**config.mk**
```make
export PLATFORM = sky130hd
export DESIGN_NAME = soc_periph
export DESIGN_NICKNAME = d
export VERILOG_FILES = /design/src/source/soc_pkg.sv /design/src/source/soc_periph.sv
export VERILOG_INCLUDE_DIRS = /design/src /design/src/include
export SDC_FILE = /design/constraint.sdc
export NUM_CORES = 1
export LEC_CHECK = 0
export BUFFER_PORTS_ARGS = -buffer_cell sky130_fd_sc_hd__buf_2
export CORE_ASPECT_RATIO = 0.5
export CORE_UTILIZATION = 50
export CTS_CLUSTER_SIZE = 28
export DETAILED_ROUTE_END_ITERATION = 10
export HOLD_SLACK_MARGIN = 0.15
export PLACE_DENSITY = 0.79
export SYNTH_ARGS = -nofsm -noshare
export SYNTH_HDL_FRONTEND = slang
export SYNTH_SLANG_ARGS = --single-unit
```
**constraint.sdc**
```tcl
create_clock -name clk_i -period 1.8 [get_ports clk_i]
set_input_delay 0.36 -clock clk_i [delete_from_list [all_inputs] [get_ports clk_i]]
set_output_delay 0.36 -clock clk_i [all_outputs]
set_load 0.01 [all_outputs]
```
**src/include/soc_defs.svh**
```systemverilog
// widths, address map, register offsets and constants of the SoC bus
`ifndef SOC_DEFS_SVH
`define SOC_DEFS_SVH

// bus widths
`define SOC_ADDR_W      16
`define SOC_DATA_W      32
`define SOC_N_CLUSTERS  4

// address map
`define L2_DEPTH        256
`define L2_BASE         16'h0000
`define L2_SIZE         16'h0400
`define PERIPH_BASE     16'h8000
`define PERIPH_SIZE     16'h0100

// peripheral register byte offsets
`define REG_FETCH_EN    8'h00
`define REG_EOC         8'h04
`define REG_SCRATCH     8'h08
`define REG_ID          8'h0C

`define SOC_ID_VALUE    32'h5c0c_0001

`endif

```
**src/source/soc_pkg.sv**
```systemverilog
// SoC bus types
// request, response and target select structs
`include "soc_defs.svh"

package soc_pkg;

  typedef logic [`SOC_ADDR_W-1:0]     addr_t;
  typedef logic [`SOC_DATA_W-1:0]     data_t;
  typedef logic [`SOC_N_CLUSTERS-1:0] cl_mask_t;

  // single-beat host request
  typedef struct packed {
    logic  we;
    addr_t addr;
    data_t wdata;
  } soc_req_t;

  // response back to the host
  typedef struct packed {
    logic  err;
    data_t rdata;
  } soc_rsp_t;

  // one-hot target select, err marks an unmapped address
  typedef struct packed {
    logic l2;
    logic periph;
    logic err;
  } tgt_sel_t;

endpackage

```
**src/source/soc_periph.sv**
```systemverilog
// peripheral register block
// cluster fetch-enable, eoc status, scratch and read-only ID
`timescale 1ns/1ns
`include "soc_defs.svh"

module soc_periph
  import soc_pkg::*;
(
  input  logic     clk_i,
  input  logic     rst_n_i,
  input  logic     sel_i,
  input  soc_req_t req_i,
  input  cl_mask_t cl_eoc_i,
  output cl_mask_t cl_fetch_en_o,
  output logic     valid_o,
  output data_t    rdata_o
);

  localparam int OFF_W = $clog2(`PERIPH_SIZE);

  logic [OFF_W-1:0] reg_off;
  logic             wr_en;
  data_t            rd_data;
  cl_mask_t         fetch_en_q;
  data_t            scratch_q;

  // word-aligned offset inside the region
  assign reg_off = {req_i.addr[OFF_W-1:2], 2'b00};
  assign wr_en   = sel_i & req_i.we;

  assign cl_fetch_en_o = fetch_en_q;

  // read mux, unlisted offsets read zero
  always_comb begin
    rd_data = '0;
    if (!req_i.we) begin
      if (reg_off == OFF_W'(`REG_FETCH_EN)) begin
        rd_data = data_t'(fetch_en_q);
      end else if (reg_off == OFF_W'(`REG_EOC)) begin
        rd_data = data_t'(cl_eoc_i);
      end else if (reg_off == OFF_W'(`REG_SCRATCH)) begin
        rd_data = scratch_q;
      end else if (reg_off == OFF_W'(`REG_ID)) begin
        rd_data = data_t'(`SOC_ID_VALUE);
      end
    end
  end

  // writable registers, eoc and id ignore writes
  always_ff @(posedge clk_i) begin
    if (!rst_n_i) begin
      fetch_en_q <= '0;
      scratch_q  <= '0;
    end else if (wr_en) begin
      if (reg_off == OFF_W'(`REG_FETCH_EN)) begin
        fetch_en_q <= req_i.wdata[`SOC_N_CLUSTERS-1:0];
      end
      if (reg_off == OFF_W'(`REG_SCRATCH)) begin
        scratch_q <= req_i.wdata;
      end
    end
  end

  always_ff @(posedge clk_i) begin
    if (!rst_n_i) begin
      valid_o <= 1'b0;
    end else begin
      valid_o <= sel_i;
    end
  end

  always_ff @(posedge clk_i) begin
    if (sel_i) begin
      rdata_o <= rd_data;
    end
  end

endmodule

```
After elaboration in Yosys (flattened, before gate mapping)

Index checks and enable logic that the tools add are counted.
W data, S select, Z words.

Eq/ne operators: 3
Multiplexer cells: 4
Bitwise logic cells: 1
Reductions and logical operators: 4

Operator list:

| kind                 | number |
|---|---|
| $mux W32             | 1 |
| $mux W31             | 1 |
| $eq A6 B2 Y1 const B | 2 |
| $logic_not A8 Y1     | 1 |
| $mux W4              | 2 |
| $eq A6 B1 Y1 const B | 1 |
| $reduce_and A2 Y1    | 2 |
| $reduce_or A3 Y1     | 1 |
| $and A1 B1 Y1        | 1 |

Bits in registers: 69
Bits of input ports: 56
Output and inout bits: 37
Logic and storage cells: 17

Depth between registers and ports, before layout

Word-level depth: 5
Mapped depth: 5
Depth with buffers taken out: 3

Least setup slack after synthesis

No wires, ideal clock.

Path type: input port to flip-flop
Start point: input port req_i[39] in the netlist's numbering
End point: register scratch_q[0]
Setup time: 0.072 ns
Arrival: 1.604 ns
Required time: 1.728 ns
Setup slack: 0.125 ns
Cell stages on the path: 4
Path buffers: 1
Path through: or4_4 > nor3_4 > buf_6 > mux2i_1

Longest elaborated chain between the ends: 2

Ends and longest elaborated chain:

| what                        | line             | RTL |
|---|---|---|
| from (decl)                 | soc_periph.sv:12 | `input soc_req_t req_i,` |
| $eq A6 B2 Y1                | soc_periph.sv:58 | `` if (reg_off == OFF_W'(`REG_SCRATCH)) begin `` |
| $reduce_and A2 Y1 (no line) | n/a              |  |
| to (signal assigned)        | soc_periph.sv:59 | `scratch_q <= req_i.wdata;` |
| to (decl)                   | soc_periph.sv:25 | `data_t scratch_q;` |

No other way between the ends.
A chain may end at the register's enable or synchronous reset.

Worst setup path in the final report

Start point: input port req_i[39] in the netlist's numbering
End point: register scratch_q[22]

The elaborated chain is that of the path after synthesis.

==> metrics <==
status=finished, final reports clean; GR Overflow Total=0; Leak=around 1.5 nW; final setup fails=0; fin. max-slew vios=0; top cells by area, synth=edfxtp_1, dfxtp_1, mux2i_1; first-pass GRT wire length=between 8000 and 9000 um; RSZ-0062 raised after global routing=no; #FFs+latches synth=between 60 and 70; Logic pwr share=5.9%; Peak VDD IR=~480 uV; Fin. Hold Viols=0; Gate Count Post-Synth=between 200 and 300; critical path fanouts, max=24; Resize count post-CTS=0; crit-path leading delay family=simple AND/OR/NAND/NOR gates; Netlist cell types=22; I/O pin count=93; sequential share of power=51.5%; via/cell ratio=4.81; clock transition at the registers of the reported paths=approximately 0.070 ns; share of Yosys cell area claimed by the top area cell type=about a third; largest net degree at the start of global routing=47; synthesized net count=between 300 and 400; # nets final=roughly 390; Mean Syn Cell Area=roughly 11 sq um; Tot GR Track Use=about a fifth; CTS tree=built; Die Area=5880 sq um; Clock Tree Buf Depth=2; met2 WL=~2700 um; Clk network pwr share=between 40% and 50%; RePlAce Congestion=around 0.74; Core Area=between 5000 and 6000 sq um; wl on met1=approximately 2300 um; Startpoint Class=input port; Hold Crit Class=in2reg; crit-path max cell delay=0.59 ns; Worst setup EP type=flop; Port Buffers=~80; clock skew=~0.0035 ns; Post-Route WL=about 5300 um; required time of the critical path=2.06 ns; TritonRoute pass-1 iters=4; Num CTS Buffers=9; hold_buf cts=0; met3 routed wirelength=around 240 um; Int Power=roughly 2.6 mW; Max-Cap Viols=0; Setup Buffers After CTS=0; Routed WL per cell=12.9 um; DIE HEIGHT=~55 um; Psw=approximately 0.69 mW; vias=1,977; non-filler cells in the finished layout=roughly 410; std cell rows=18; synth warn=0; Setup CP Type=in2reg; top sig layer=met4; final hold slack=0.258 ns; htree depth=3; Routed Antenna Nets=0; sequential cell area fraction in the yosys report=between 60% and 70%; cell area power density=approximately 930 nW/um^2; CP max stage cell=or4_4; Slew HR=between 70% and 80%; FMAX=roughly 650 MHz; Switching Fraction=about a fifth; critical-path cell list=buf_2 > or4_4 > nor3_4 > buf_12 > mux2i_1; min Tclk post-route=1.54 ns; DP Wirelength=between 3000 and 4000 um; crit path DAT=1.80 ns; diode count=0; Placed Instances=395; final core utilization=68.3%; largest area contributor in the netlist=edfxtp_1; initial antenna violation count=0; Mapped Area=about 2800 sq um; Worst Path Buf+Inv=2; Num Clock Sinks=69; root buf cell=clkbuf_8; 1st-iter DRT viols=43; Die W=around 110 um; remaining routing DRC violations=0; share of cells above drive strength 1=32.8%; clock latency on the worst-skew pair=0.34 ns; area delta synth->final=26.1%; vias in the first global route=1,879; Slew @ Worst Pin=about 0.42 ns; Tcrit/Tclk final=85.6%; setup TNS=0 ns; Initial Utilization=54.2%
[cell families (layout without fill, tap and decap cells)]
logic type	after synthesis	count (layout)	synth area share [%]
AOI/OAI and AO/OA	8	8	2.25
buffers and inverters	18	109	3.33
DFF	69	69	61.2
muxes	36	36	13.0
and+or+nand+nor	119	119	20.3
[state kept, by name, summed over array words and instances, names as in the netlist]
name           cells
rdata_o           32
scratch_q         32
valid_o            1
cl_fetch_en_o      4
[placed cells by master, fill, tap and decap left out, drive strengths merged, types with 2 or more instances in the layout]
cell    Yosys  routed
dfxtp      37      37
and2       23      23
bufinv      0       2
o221a       3       3
a21oi       4       4
edfxtp     32      32
nor2       16      16
nand2      69      69
clkbuf     12      10
clkinv      0       3
buf         3      90
mux2i      36      36
inv         3       3
nor2b       3       3
[final timing paths]
kind | start | endpoint | slack [ns] | cells after the start
min reg2reg | scratch_q[17]$_SDFFE_PN0P_ | scratch_q[17]$_SDFFE_PN0P_ | 0.45 | 2
min | req_i[17] | scratch_q[17]$_SDFFE_PN0P_ | 0.26 | 3
max | req_i[39] | scratch_q[22]$_SDFFE_PN0P_ | 0.26 | 5
max reg2reg | scratch_q[1]$_SDFFE_PN0P_ | rdata_o[1]$_SDFFCE_PP0P_ | 0.90 | 3
[Yosys cell counts]
library cell,n
nor4_1,1
buf_6,3
nor4b_4,1
o221a_2,3
nor2b_1,3
clkbuf_1,10
nand3_1,1
nand2_1,69
nor2_1,16
clkbuf_2,2
and2_1,23
dfxtp_1,37
a21oi_1,4
o2bb2ai_1,1
nand4_1,1
inv_1,3
edfxtp_1,32
nor3_4,1
nand3b_1,1
nand2b_1,1
or4_4,1
mux2i_1,36
[worst register-to-register path: cells and delay by family (launching register included)]
kind	cells	cell delay, ns
AO/OA/AOI/OAI	2	0.28
flip-flops	1	0.32
buffers and inverters	1	0.06
[per-layer routing]
layer | track usage (%) | up-vias
met5 | 0 | -
met4 | 9.82 | 0
met3 | 7.62 | 11
met2 | 34.4 | 47
met1 | 19.9 | 910
li1 | - | 1009
[power groups by stage]
stage	clock network (mW)	logic, mW	registers, mW
6_report	1.39	0.192	1.67
5_1_grt	1.48	0.212	1.68
4_1_cts	1.42	0.193	1.67
3_5_place_dp	0	0.193	1.71
3_3_place_gp	0	0.187	1.71
2_1_floorplan	0	0.0635	1.73
[through the flow]
step,cell area (sq um),total power [mW],setup WS [ns]
detailed placement,3280,1.90,-0.0619
finish,3510,3.25,0.259
CTS,3510,3.28,0.276
global route,3510,3.37,0.261
floorplan,2780,1.79,0.125
global placement,3280,1.89,0.0113
[area by class of cell]
type	count	area [sq um]
Clock buffer	10	138
Clock inverter	6	86.3
Fill cell	390	1630
Inverter	3	11.3
Multi-Input combinational cell	163	987
Sequential cell	69	1700
Tap cell	70	87.6
Timing Repair Buffer	90	495
(Power assumes the default switching activity.)
