<file path="src/include/soc_defs.svh">
// widths, address map, register offsets and constants of the SoC bus
`ifndef SOC_DEFS_SVH
`define SOC_DEFS_SVH

// bus widths
`define SOC_ADDR_W      16
`define SOC_DATA_W      32
`define SOC_N_CLUSTERS  4

// address map
`define L2_DEPTH        256
`define L2_BASE         16'h0000
`define L2_SIZE         16'h0400
`define PERIPH_BASE     16'h8000
`define PERIPH_SIZE     16'h0100

// peripheral register byte offsets
`define REG_FETCH_EN    8'h00
`define REG_EOC         8'h04
`define REG_SCRATCH     8'h08
`define REG_ID          8'h0C

`define SOC_ID_VALUE    32'h5c0c_0001

`endif

</file>
<file path="src/source/soc_pkg.sv">
// SoC bus types
// request, response and target select structs
`include "soc_defs.svh"

package soc_pkg;

  typedef logic [`SOC_ADDR_W-1:0]     addr_t;
  typedef logic [`SOC_DATA_W-1:0]     data_t;
  typedef logic [`SOC_N_CLUSTERS-1:0] cl_mask_t;

  // single-beat host request
  typedef struct packed {
    logic  we;
    addr_t addr;
    data_t wdata;
  } soc_req_t;

  // response back to the host
  typedef struct packed {
    logic  err;
    data_t rdata;
  } soc_rsp_t;

  // one-hot target select, err marks an unmapped address
  typedef struct packed {
    logic l2;
    logic periph;
    logic err;
  } tgt_sel_t;

endpackage

</file>
<file path="src/source/soc_rsp_merge.sv">
// response merger
// delays decode errors to line up with the target responses
`timescale 1ns/1ns

module soc_rsp_merge
  import soc_pkg::*;
(
  input  logic     clk_i,
  input  logic     rst_n_i,
  input  logic     err_sel_i,
  input  logic     l2_valid_i,
  input  data_t    l2_rdata_i,
  input  logic     periph_valid_i,
  input  data_t    periph_rdata_i,
  output logic     rsp_valid_o,
  output soc_rsp_t rsp_o
);

  logic err_q;

  // one stage, same as the targets
  always_ff @(posedge clk_i) begin
    if (!rst_n_i) begin
      err_q <= 1'b0;
    end else begin
      err_q <= err_sel_i;
    end
  end

  assign rsp_valid_o = err_q | l2_valid_i | periph_valid_i;
  assign rsp_o.err   = err_q;

  // at most one source is valid per cycle
  always_comb begin
    if (l2_valid_i) begin
      rsp_o.rdata = l2_rdata_i;
    end else if (periph_valid_i) begin
      rsp_o.rdata = periph_rdata_i;
    end else begin
      // error or idle, zero data
      rsp_o.rdata = '0;
    end
  end

endmodule

</file>
<file path="config.mk">
export PLATFORM = sky130hd
export DESIGN_NAME = soc_rsp_merge
export DESIGN_NICKNAME = d
export VERILOG_FILES = /design/src/source/soc_pkg.sv /design/src/source/soc_rsp_merge.sv
export VERILOG_INCLUDE_DIRS = /design/src /design/src/include
export SDC_FILE = /design/constraint.sdc
export NUM_CORES = 1
export LEC_CHECK = 0
export ABC_AREA = 1
export BUFFER_PORTS_ARGS = -buffer_cell sky130_fd_sc_hd__buf_4
export CAP_MARGIN = 20
export CORE_UTILIZATION = 29
export CTS_BUF_LIST = sky130_fd_sc_hd__clkbuf_8
export DETAILED_ROUTE_END_ITERATION = 6
export MAX_ROUTING_LAYER = met4
export PLACE_DENSITY_LB_ADDON = 0.1
export SETUP_SLACK_MARGIN = 0.5
export SLEW_MARGIN = 20
export SYNTH_ARGS = -nofsm -noshare
export SYNTH_HDL_FRONTEND = slang
export SYNTH_SLANG_ARGS = --single-unit
</file>
<file path="constraint.sdc">
create_clock -name clk_i -period 0.8 [get_ports clk_i]
set_input_delay 0 -clock clk_i [delete_from_list [all_inputs] [get_ports clk_i]]
set_output_delay 0 -clock clk_i [all_outputs]
set_load 0.01 [all_outputs]
</file>
==> results of run 1 <==
what timing repair did:
action / 4_1_cts
setup buffers: 1
pin swaps: 7
setup endpoints to repair: 35
gates resized for setup: 68
cloned: 9
Yosys cell counts:
cell type / count
nand3_2: 10
buf_6: 4
nand2_1: 66
buf_12: 1
buf_8: 2
inv_1: 1
nor2_1: 1
dfxtp_1: 1
inv_8: 1
buf_4: 5
nand3_1: 22
metrics by stage:
step | utilization | area, sq um | setup WS [ps]
floorplan | - | 738 | 355
detailed placement | 0.701 | 1400 | 44.8
global placement | 0.701 | 1400 | 68.0
CTS | 0.923 | 1850 | 241
logic make-up after synthesis:
logic type / Yosys count / synth area share
and+or+nand+nor: 99 / 0.734
buffers and inverters: 14 / 0.235
DFF: 1 / 0.0318
==> run_results.csv, run 1 <==
group,metric,value,unit
die,ios,103,
die,die_y,48.6,microns
synthesis,syn_area,629,sq um
synthesis,yosysTopAreaCell,"nand2_1",
run_status,outcome,"stopped before the end",
die,initial_core_util,0.314,
place,post-dp-hpwl,2.04,mm
synthesis,synth_top_area_share,0.394,
place,io_buffers,102,
synthesis,ys_types,11,
synthesis,netlist_instances,114,
place,gp_routability_congestion,0.719,
synthesis,syn_area_per_cell,5.52,sq um
synthesis,ys_seq_area_frac,0.0318,
synthesis,synth_seq_cells,1,
place,dp_cells,232,
synthesis,yosys_warnings,0,
clock_tree,postCtsHoldBufs,0,
run_status,error_line,"[ERROR DPL-0038] Utilization greater than 100%, impossible to legalize",
global_routing,grt_max_degree,18,
die,fp-row-count,16,
synthesis,synth_fp_nets,183,
synthesis,synth_area_leaders,"nand2_1 (39%), nand3_1 (17%), nand3_2 (16%), buf_6 (7.2%), buf_4 (6.0%)",
die,fp.dieW,48.6,microns
sta,grt-worst-endpoint,"rsp_o[9]",
run_status,stop_stage,"5_1_grt",
sta,endpoint_type,"output port",
==> run 2, diff against run 1 <==
--- a/config.mk
+++ b/config.mk
@@ -9,12 +9,10 @@
 export ABC_AREA = 1
 export BUFFER_PORTS_ARGS = -buffer_cell sky130_fd_sc_hd__buf_4
 export CAP_MARGIN = 20
-export CORE_UTILIZATION = 29
-export CTS_BUF_LIST = sky130_fd_sc_hd__clkbuf_8
+export CORE_AREA = 2 2 63 65
 export DETAILED_ROUTE_END_ITERATION = 6
-export MAX_ROUTING_LAYER = met4
-export PLACE_DENSITY_LB_ADDON = 0.1
-export SETUP_SLACK_MARGIN = 0.5
+export DIE_AREA = 0 0 65 67
+export PLACE_DENSITY_LB_ADDON = 0.15
 export SLEW_MARGIN = 20
 export SYNTH_ARGS = -nofsm -noshare
 export SYNTH_HDL_FRONTEND = slang
==> run_results.csv, run 2 <==
group,metric,value,unit
synthesis,yosysTopAreaCell,"nand2_1",
die,die_area,4360,sq um
cells_and_area,fin_cells,254,
cells_and_area,syn_to_final_growth,113,%
synthesis,synth_commonest_cells,"nand2_1 (66), nand3_1 (22), nand3_2 (10), buf_4 (5), buf_6 (4)",
synthesis,synth-edff-count,0,
routing,routed_wl,2.51,mm
setup_path,cp.required,800,ps
setup_path,worst_ep_arrival_time,680,ps
synthesis,syn_area,629,sq um
place,post-dp-hpwl,1.98,mm
setup_path,cp_common_cell,"buf_4",
sta,slew_headroom,0.740,
die,die_y,67,microns
power_and_ir_drop,p_leak,0.814,nW
sta,finalSetupViolCount,0,
sta,finalHoldViolations,0,
global_routing,grt_remaining_overflow,0,
die,fp-row-count,22,
routing,initialDrtViolationCount,33,
clock_tree,post_cts_buffers,0,
power_and_ir_drop,powerDensity,590,nW/um^2
place,dpl_cell_area,1340,sq um
setup_path,critical_path.cell_chain,"buf_4, nand3_1, nand2_1, buf_4",
sta,tightest_slew,391,ps
die,core-area,3610,sq um
cells_and_area,mostFrequentLayoutCells,"buf_4 (104), nand2_1 (66), nand3_1 (22), nand3_2 (10)",
setup_path,crit_path_end_kind,"primary output",
synthesis,yosys_warnings,0,
cells_and_area,area.sequential,20.0,sq um
global_routing,grt_max_degree,34,
routing,wl_per_cell,9.89,microns
sta,rsz0062_at_grt,"false",
run_status,outcome,"finished clean",
synthesis,synth_top_area_share,0.394,
cells_and_area,multiInputGateArea,462,sq um
routing,post_drt_via_cell_ratio,3.97,
setup_path,crit_start,"periph_valid_i",
synthesis,synthArstFlopShare,0,
synthesis,ys_types,11,
clock_tree,ctsResizeCount,0,
setup_path,critical-path-max-stage-delay,340,ps
cells_and_area,reg_top3,"err_q x1",
routing,dr.pass1.iters,4,
setup_path,crit_end,"rsp_o[8]",
synthesis,syn_area_per_cell,5.52,sq um
die,initial_core_util,0.175,
clock_tree,clk_pin_slew,0,ps
cells_and_area,final_common_cell,"buf_4",
cells_and_area,fin_nets,277,
cells_and_area,largest_reg_flops,1,
place,gp_routability_congestion,0.648,
setup_path,worst-path-max-fanout,33,
sta,timing.final.crit_share,0.850,
global_routing,grt_pass1_wl,3.92,mm
routing,antenna_left,0,
setup_path,slowest_stage,"buf_4",
sta,fin_setup_tns,0,ps
synthesis,synth_area_leaders,"nand2_1 (39%), nand3_1 (17%), nand3_2 (16%), buf_6 (7.2%), buf_4 (6.0%)",
sta,fmax,1470,MHz
cells_and_area,design_area,1340,sq um
cells_and_area,n_fill_cell,415,
global_routing,track_usage,0.107,
synthesis,synth_fp_nets,183,
synthesis,synth_most_common_cell,"nand2_1",
synthesis,synth_ff_type,"dfxtp_1",
routing,vias,1009,
place,io_buffers,102,
global_routing,grt_pass1_vias,921,
job,maxCapViolations,0,
min_path,min_path_type,"input pin to register",
cells_and_area,diodes,0,
die,fp.dieW,65,microns
sta,min_period,680,ps
setup_path,critical_path_class,"input pin to primary output",
cells_and_area,drive_gt1_frac,0.558,
synthesis,ys_seq_area_frac,0.0318,
global_routing,grt_antenna_before_repair,0,
power_and_ir_drop,ir_drop,0.236,mV
synthesis,netlist_instances,114,
routing,drc,0,
cells_and_area,regMostFlops,"err_q",
place,dp_cells,254,
clock_tree,postCtsHoldBufs,0,
synthesis,synth_seq_cells,1,
setup_path,start_kind,"input pin",
sta,slew_violations,0,
die,ios,103,
## run 2: cell counts after synthesis
No cell type changed its count.
## run 2: critical path, delay by kind of cell
kind | cells | cell delay, ps
and+or+nand+nor | 2 | 220
buffers and inverters | 2 | 450
## run 2: area by class of cell
| class | count | share of cell area |
|---|---|---|
| well taps | 48 | 0.0449 |
| flip-flops and latches | 1 | 0.0150 |
| multi-input cells | 99 | 0.345 |
| inverters | 2 | 0.0112 |
| repair buffers | 104 | 0.584 |
## run 2: worst min path at each step
| stage | from | to | slack, ps | cells past startpoint |
|---|---|---|---|---|
| 4_1_cts | err_sel_i | err_q | 190 | 3 |
| 2_1_floorplan | err_sel_i | err_q | 90 | 2 |
| 3_5_place_dp | err_sel_i | err_q | 190 | 3 |
| 3_3_place_gp | err_sel_i | err_q | 190 | 3 |
| 6_report | err_sel_i | err_q | 180 | 3 |
| 5_1_grt | err_sel_i | err_q | 210 | 3 |
## run 2: layer usage
metal	part of all wire	track usage	vias up
met3	0.11	0.0152	0
met1	0.41	0.137	403
met2	0.48	0.201	60
met5	0	0	-
met4	0	0	0
li1	-	-	546
## run 2: cells by family (layout without fill, tap and decap cells)
logic type / count (synthesis) / after routing / share of synthesized area
flip-flops: 1 / 1 / 0.0318
buffers and inverters: 14 / 106 / 0.235
AND/OR/NAND/NOR: 99 / 99 / 0.734
## run 2: through the flow
stage / hold slack (ps) / setup slack [ps] / utilization / power [W]
2_1_floorplan: 93.5 / 349 / - / 0.000380
3_3_place_gp: 186 / 108 / 0.371 / 0.000801
3_5_place_dp: 189 / 107 / 0.371 / 0.000799
4_1_cts: 190 / 105 / 0.371 / 0.000801
5_1_grt: 209 / 25.7 / 0.371 / 0.000862
6_report: 184 / 120 / 0.371 / 0.000789
## run 2: where the power goes
group | internal, W | switching (W)
combinational | 0.000429 | 0.000305
sequential | 0.0000536 | 0.00000119
clock | 0 | 0
total | 0.000483 | 0.000306
No activity file was read; power rests on OpenSTA's default activity.
==> run 3, diff against run 2 <==
--- a/config.mk
+++ b/config.mk
@@ -6,7 +6,7 @@
 export SDC_FILE = /design/constraint.sdc
 export NUM_CORES = 1
 export LEC_CHECK = 0
-export ABC_AREA = 1
+export ABC_AREA = 0
 export BUFFER_PORTS_ARGS = -buffer_cell sky130_fd_sc_hd__buf_4
 export CAP_MARGIN = 20
 export CORE_AREA = 2 2 63 65
==> run_results.csv, run 3 <==
group,metric,value,unit
run_status,outcome,"finished clean",
sta,finalHoldViolations,0,
routing,antenna_left,0,
clock_tree,ctsResizeCount,0,
cells_and_area,design_area,1230,sq um
die,core-area,3610,sq um
synthesis,synth_commonest_cells,"a22o_1 (30), buf_6 (4), nand2_1 (4), buf_2 (3), o21ai_1 (2)",
power_and_ir_drop,seq_power_share,0.070,
power_and_ir_drop,p_leak,0.669,nW
synthesis,yosys_warnings,0,
clock_tree,clk_pin_slew,0,ps
synthesis,synth_top_area_share,0.654,
synthesis,synth_seq_cells,1,
power_and_ir_drop,intPower,0.000535,W
global_routing,top_usage_layer,"met2",
min_path,min_path_type,"input pin to register",
synthesis,syn_area_per_cell,8.37,sq um
cells_and_area,n_fill_cell,400,
place,gp_routability_congestion,0.591,
routing,vias,796,
cells_and_area,mostFrequentLayoutCells,"buf_4 (103), a22o_1 (30), nand2_1 (4), buf_12 (3), o21ai_1 (2)",
synthesis,syn_area,402,sq um
cells_and_area,diodes,0,
die,die_y,67,microns
global_routing,grtUsageMet3,0.0118,
cells_and_area,drive_gt1_frac,0.733,
global_routing,use_met2,0.198,
cells_and_area,syn_to_final_growth,206,%
die,fp.dieW,65,microns
synthesis,synth-edff-count,0,
cells_and_area,regMostFlops,"err_q",
synthesis,synth_ff_type,"dfxtp_1",
sta,slew_violations,0,
die,ios,103,
power_and_ir_drop,ir_drop,0.283,mV
setup_path,start_kind,"register",
global_routing,use_met1,0.0832,
global_routing,grt_pass1_vias,759,
die,initial_core_util,0.111,
routing,dr.pass1.iters,2,
routing,drc,0,
synthesis,ys_seq_area_frac,0.0498,
setup_path,worst-path-max-fanout,2,
sta,fmax,1350,MHz
setup_path,crit_path_end_kind,"primary output",
clock_tree,postCtsHoldBufs,0,
cells_and_area,final_common_cell,"buf_4",
global_routing,grt_pass1_wl,3.18,mm
synthesis,ys_types,10,
sta,timing.final.crit_share,0.923,
global_routing,track_usage,0.0867,
synthesis,synthArstFlopShare,0,
routing,routed_wl,2.31,mm
synthesis,netlist_instances,48,
job,maxCapViolations,0,
setup_path,critical_path_class,"register to primary output",
place,io_buffers,102,
routing,wl_per_cell,11.9,microns
place,dpl_cell_area,1230,sq um
power_and_ir_drop,p_sw_frac,0.320,
synthesis,yosysTopAreaCell,"a22o_1",
cells_and_area,multiInputGateArea,314,sq um
cells_and_area,fin_nets,217,
synthesis,synth_area_leaders,"a22o_1 (65%), buf_6 (11%), dfxtp_1 (5.0%), buf_2 (3.7%), nand2_1 (3.7%)",
synthesis,synth_fp_nets,117,
power_and_ir_drop,combPwrFrac,0.930,
routing,initialDrtViolationCount,11,
sta,slew_headroom,0.898,
sta,min_period,738,ps
die,die_area,4360,sq um
cells_and_area,area.sequential,20.0,sq um
routing,post_drt_via_cell_ratio,4.10,
setup_path,worst_ep_arrival_time,740,ps
synthesis,synth_most_common_cell,"a22o_1",
power_and_ir_drop,powerDensity,640,nW/um^2
global_routing,grt_antenna_before_repair,0,
sta,rsz0062_at_grt,"false",
power_and_ir_drop,switchingPower,0.000251,W
cells_and_area,reg_top3,"err_q x1",
sta,tightest_slew,153,ps
power_and_ir_drop,p_clk_frac,0,
sta,finalSetupViolCount,0,
sta,fin_setup_tns,0,ps
clock_tree,post_cts_buffers,0,
global_routing,grt_max_degree,21,
die,fp-row-count,22,
setup_path,cp.required,800,ps
place,post-dp-hpwl,2.01,mm
cells_and_area,largest_reg_flops,1,
global_routing,grt_remaining_overflow,0,
-- run 3: metal layers --
layer | wire length [microns] | vias up | part of all wire
li1 | - | 395 | -
met1 | 728 | 354 | 0.32
met2 | 1330 | 47 | 0.58
met3 | 245 | 0 | 0.11
met4 | 0 | 0 | 0
met5 | 0 | - | 0
-- run 3: worst max-delay path, cell delays in order (launching register included) --
cell and delay (ps):
dfxtp_1 280, or3_1 300, buf_4 150
-- run 3: layout make-up --
type | instances | share of cell area
well taps | 48 | 0.0489
flip-flops and latches | 1 | 0.0163
repair buffers | 106 | 0.679
multi-input cells | 39 | 0.256
-- run 3: metrics by stage --
step	total power (W)	hold slack, ps	instances	util	setup WS (ps)
global route	0.000835	220	194	0.340	28.8
detailed placement	0.000794	207	194	0.340	57.4
floorplan	0.000319	121	48	-	169
global placement	0.000786	210	194	0.340	64.0
CTS	0.000796	207	194	0.340	55.5
finish	0.000786	204	194	0.340	62.0
-- run 3: cells by family after synthesis --
group                  synth area share
AO/OA/AOI/OAI                     0.679
buffers and inverters             0.168
AND/OR/NAND/NOR                   0.103
flip-flops                       0.0498
-- run 3: power by group through the flow --
stage,Combinational (W),Sequential [W],Clock (W)
floorplan,0.000265,0.0000544,0
CTS,0.000741,0.0000547,0
global placement,0.000732,0.0000547,0
detailed placement,0.000740,0.0000546,0
finish,0.000731,0.0000546,0
global route,0.000780,0.0000551,0
-- run 3: final timing paths --
| path | from | to | slack (ps) | cells after the start |
|---|---|---|---|---|
| max | err_q | rsp_valid_o | 60 | 2 |
| min | err_sel_i | err_q | 200 | 2 |
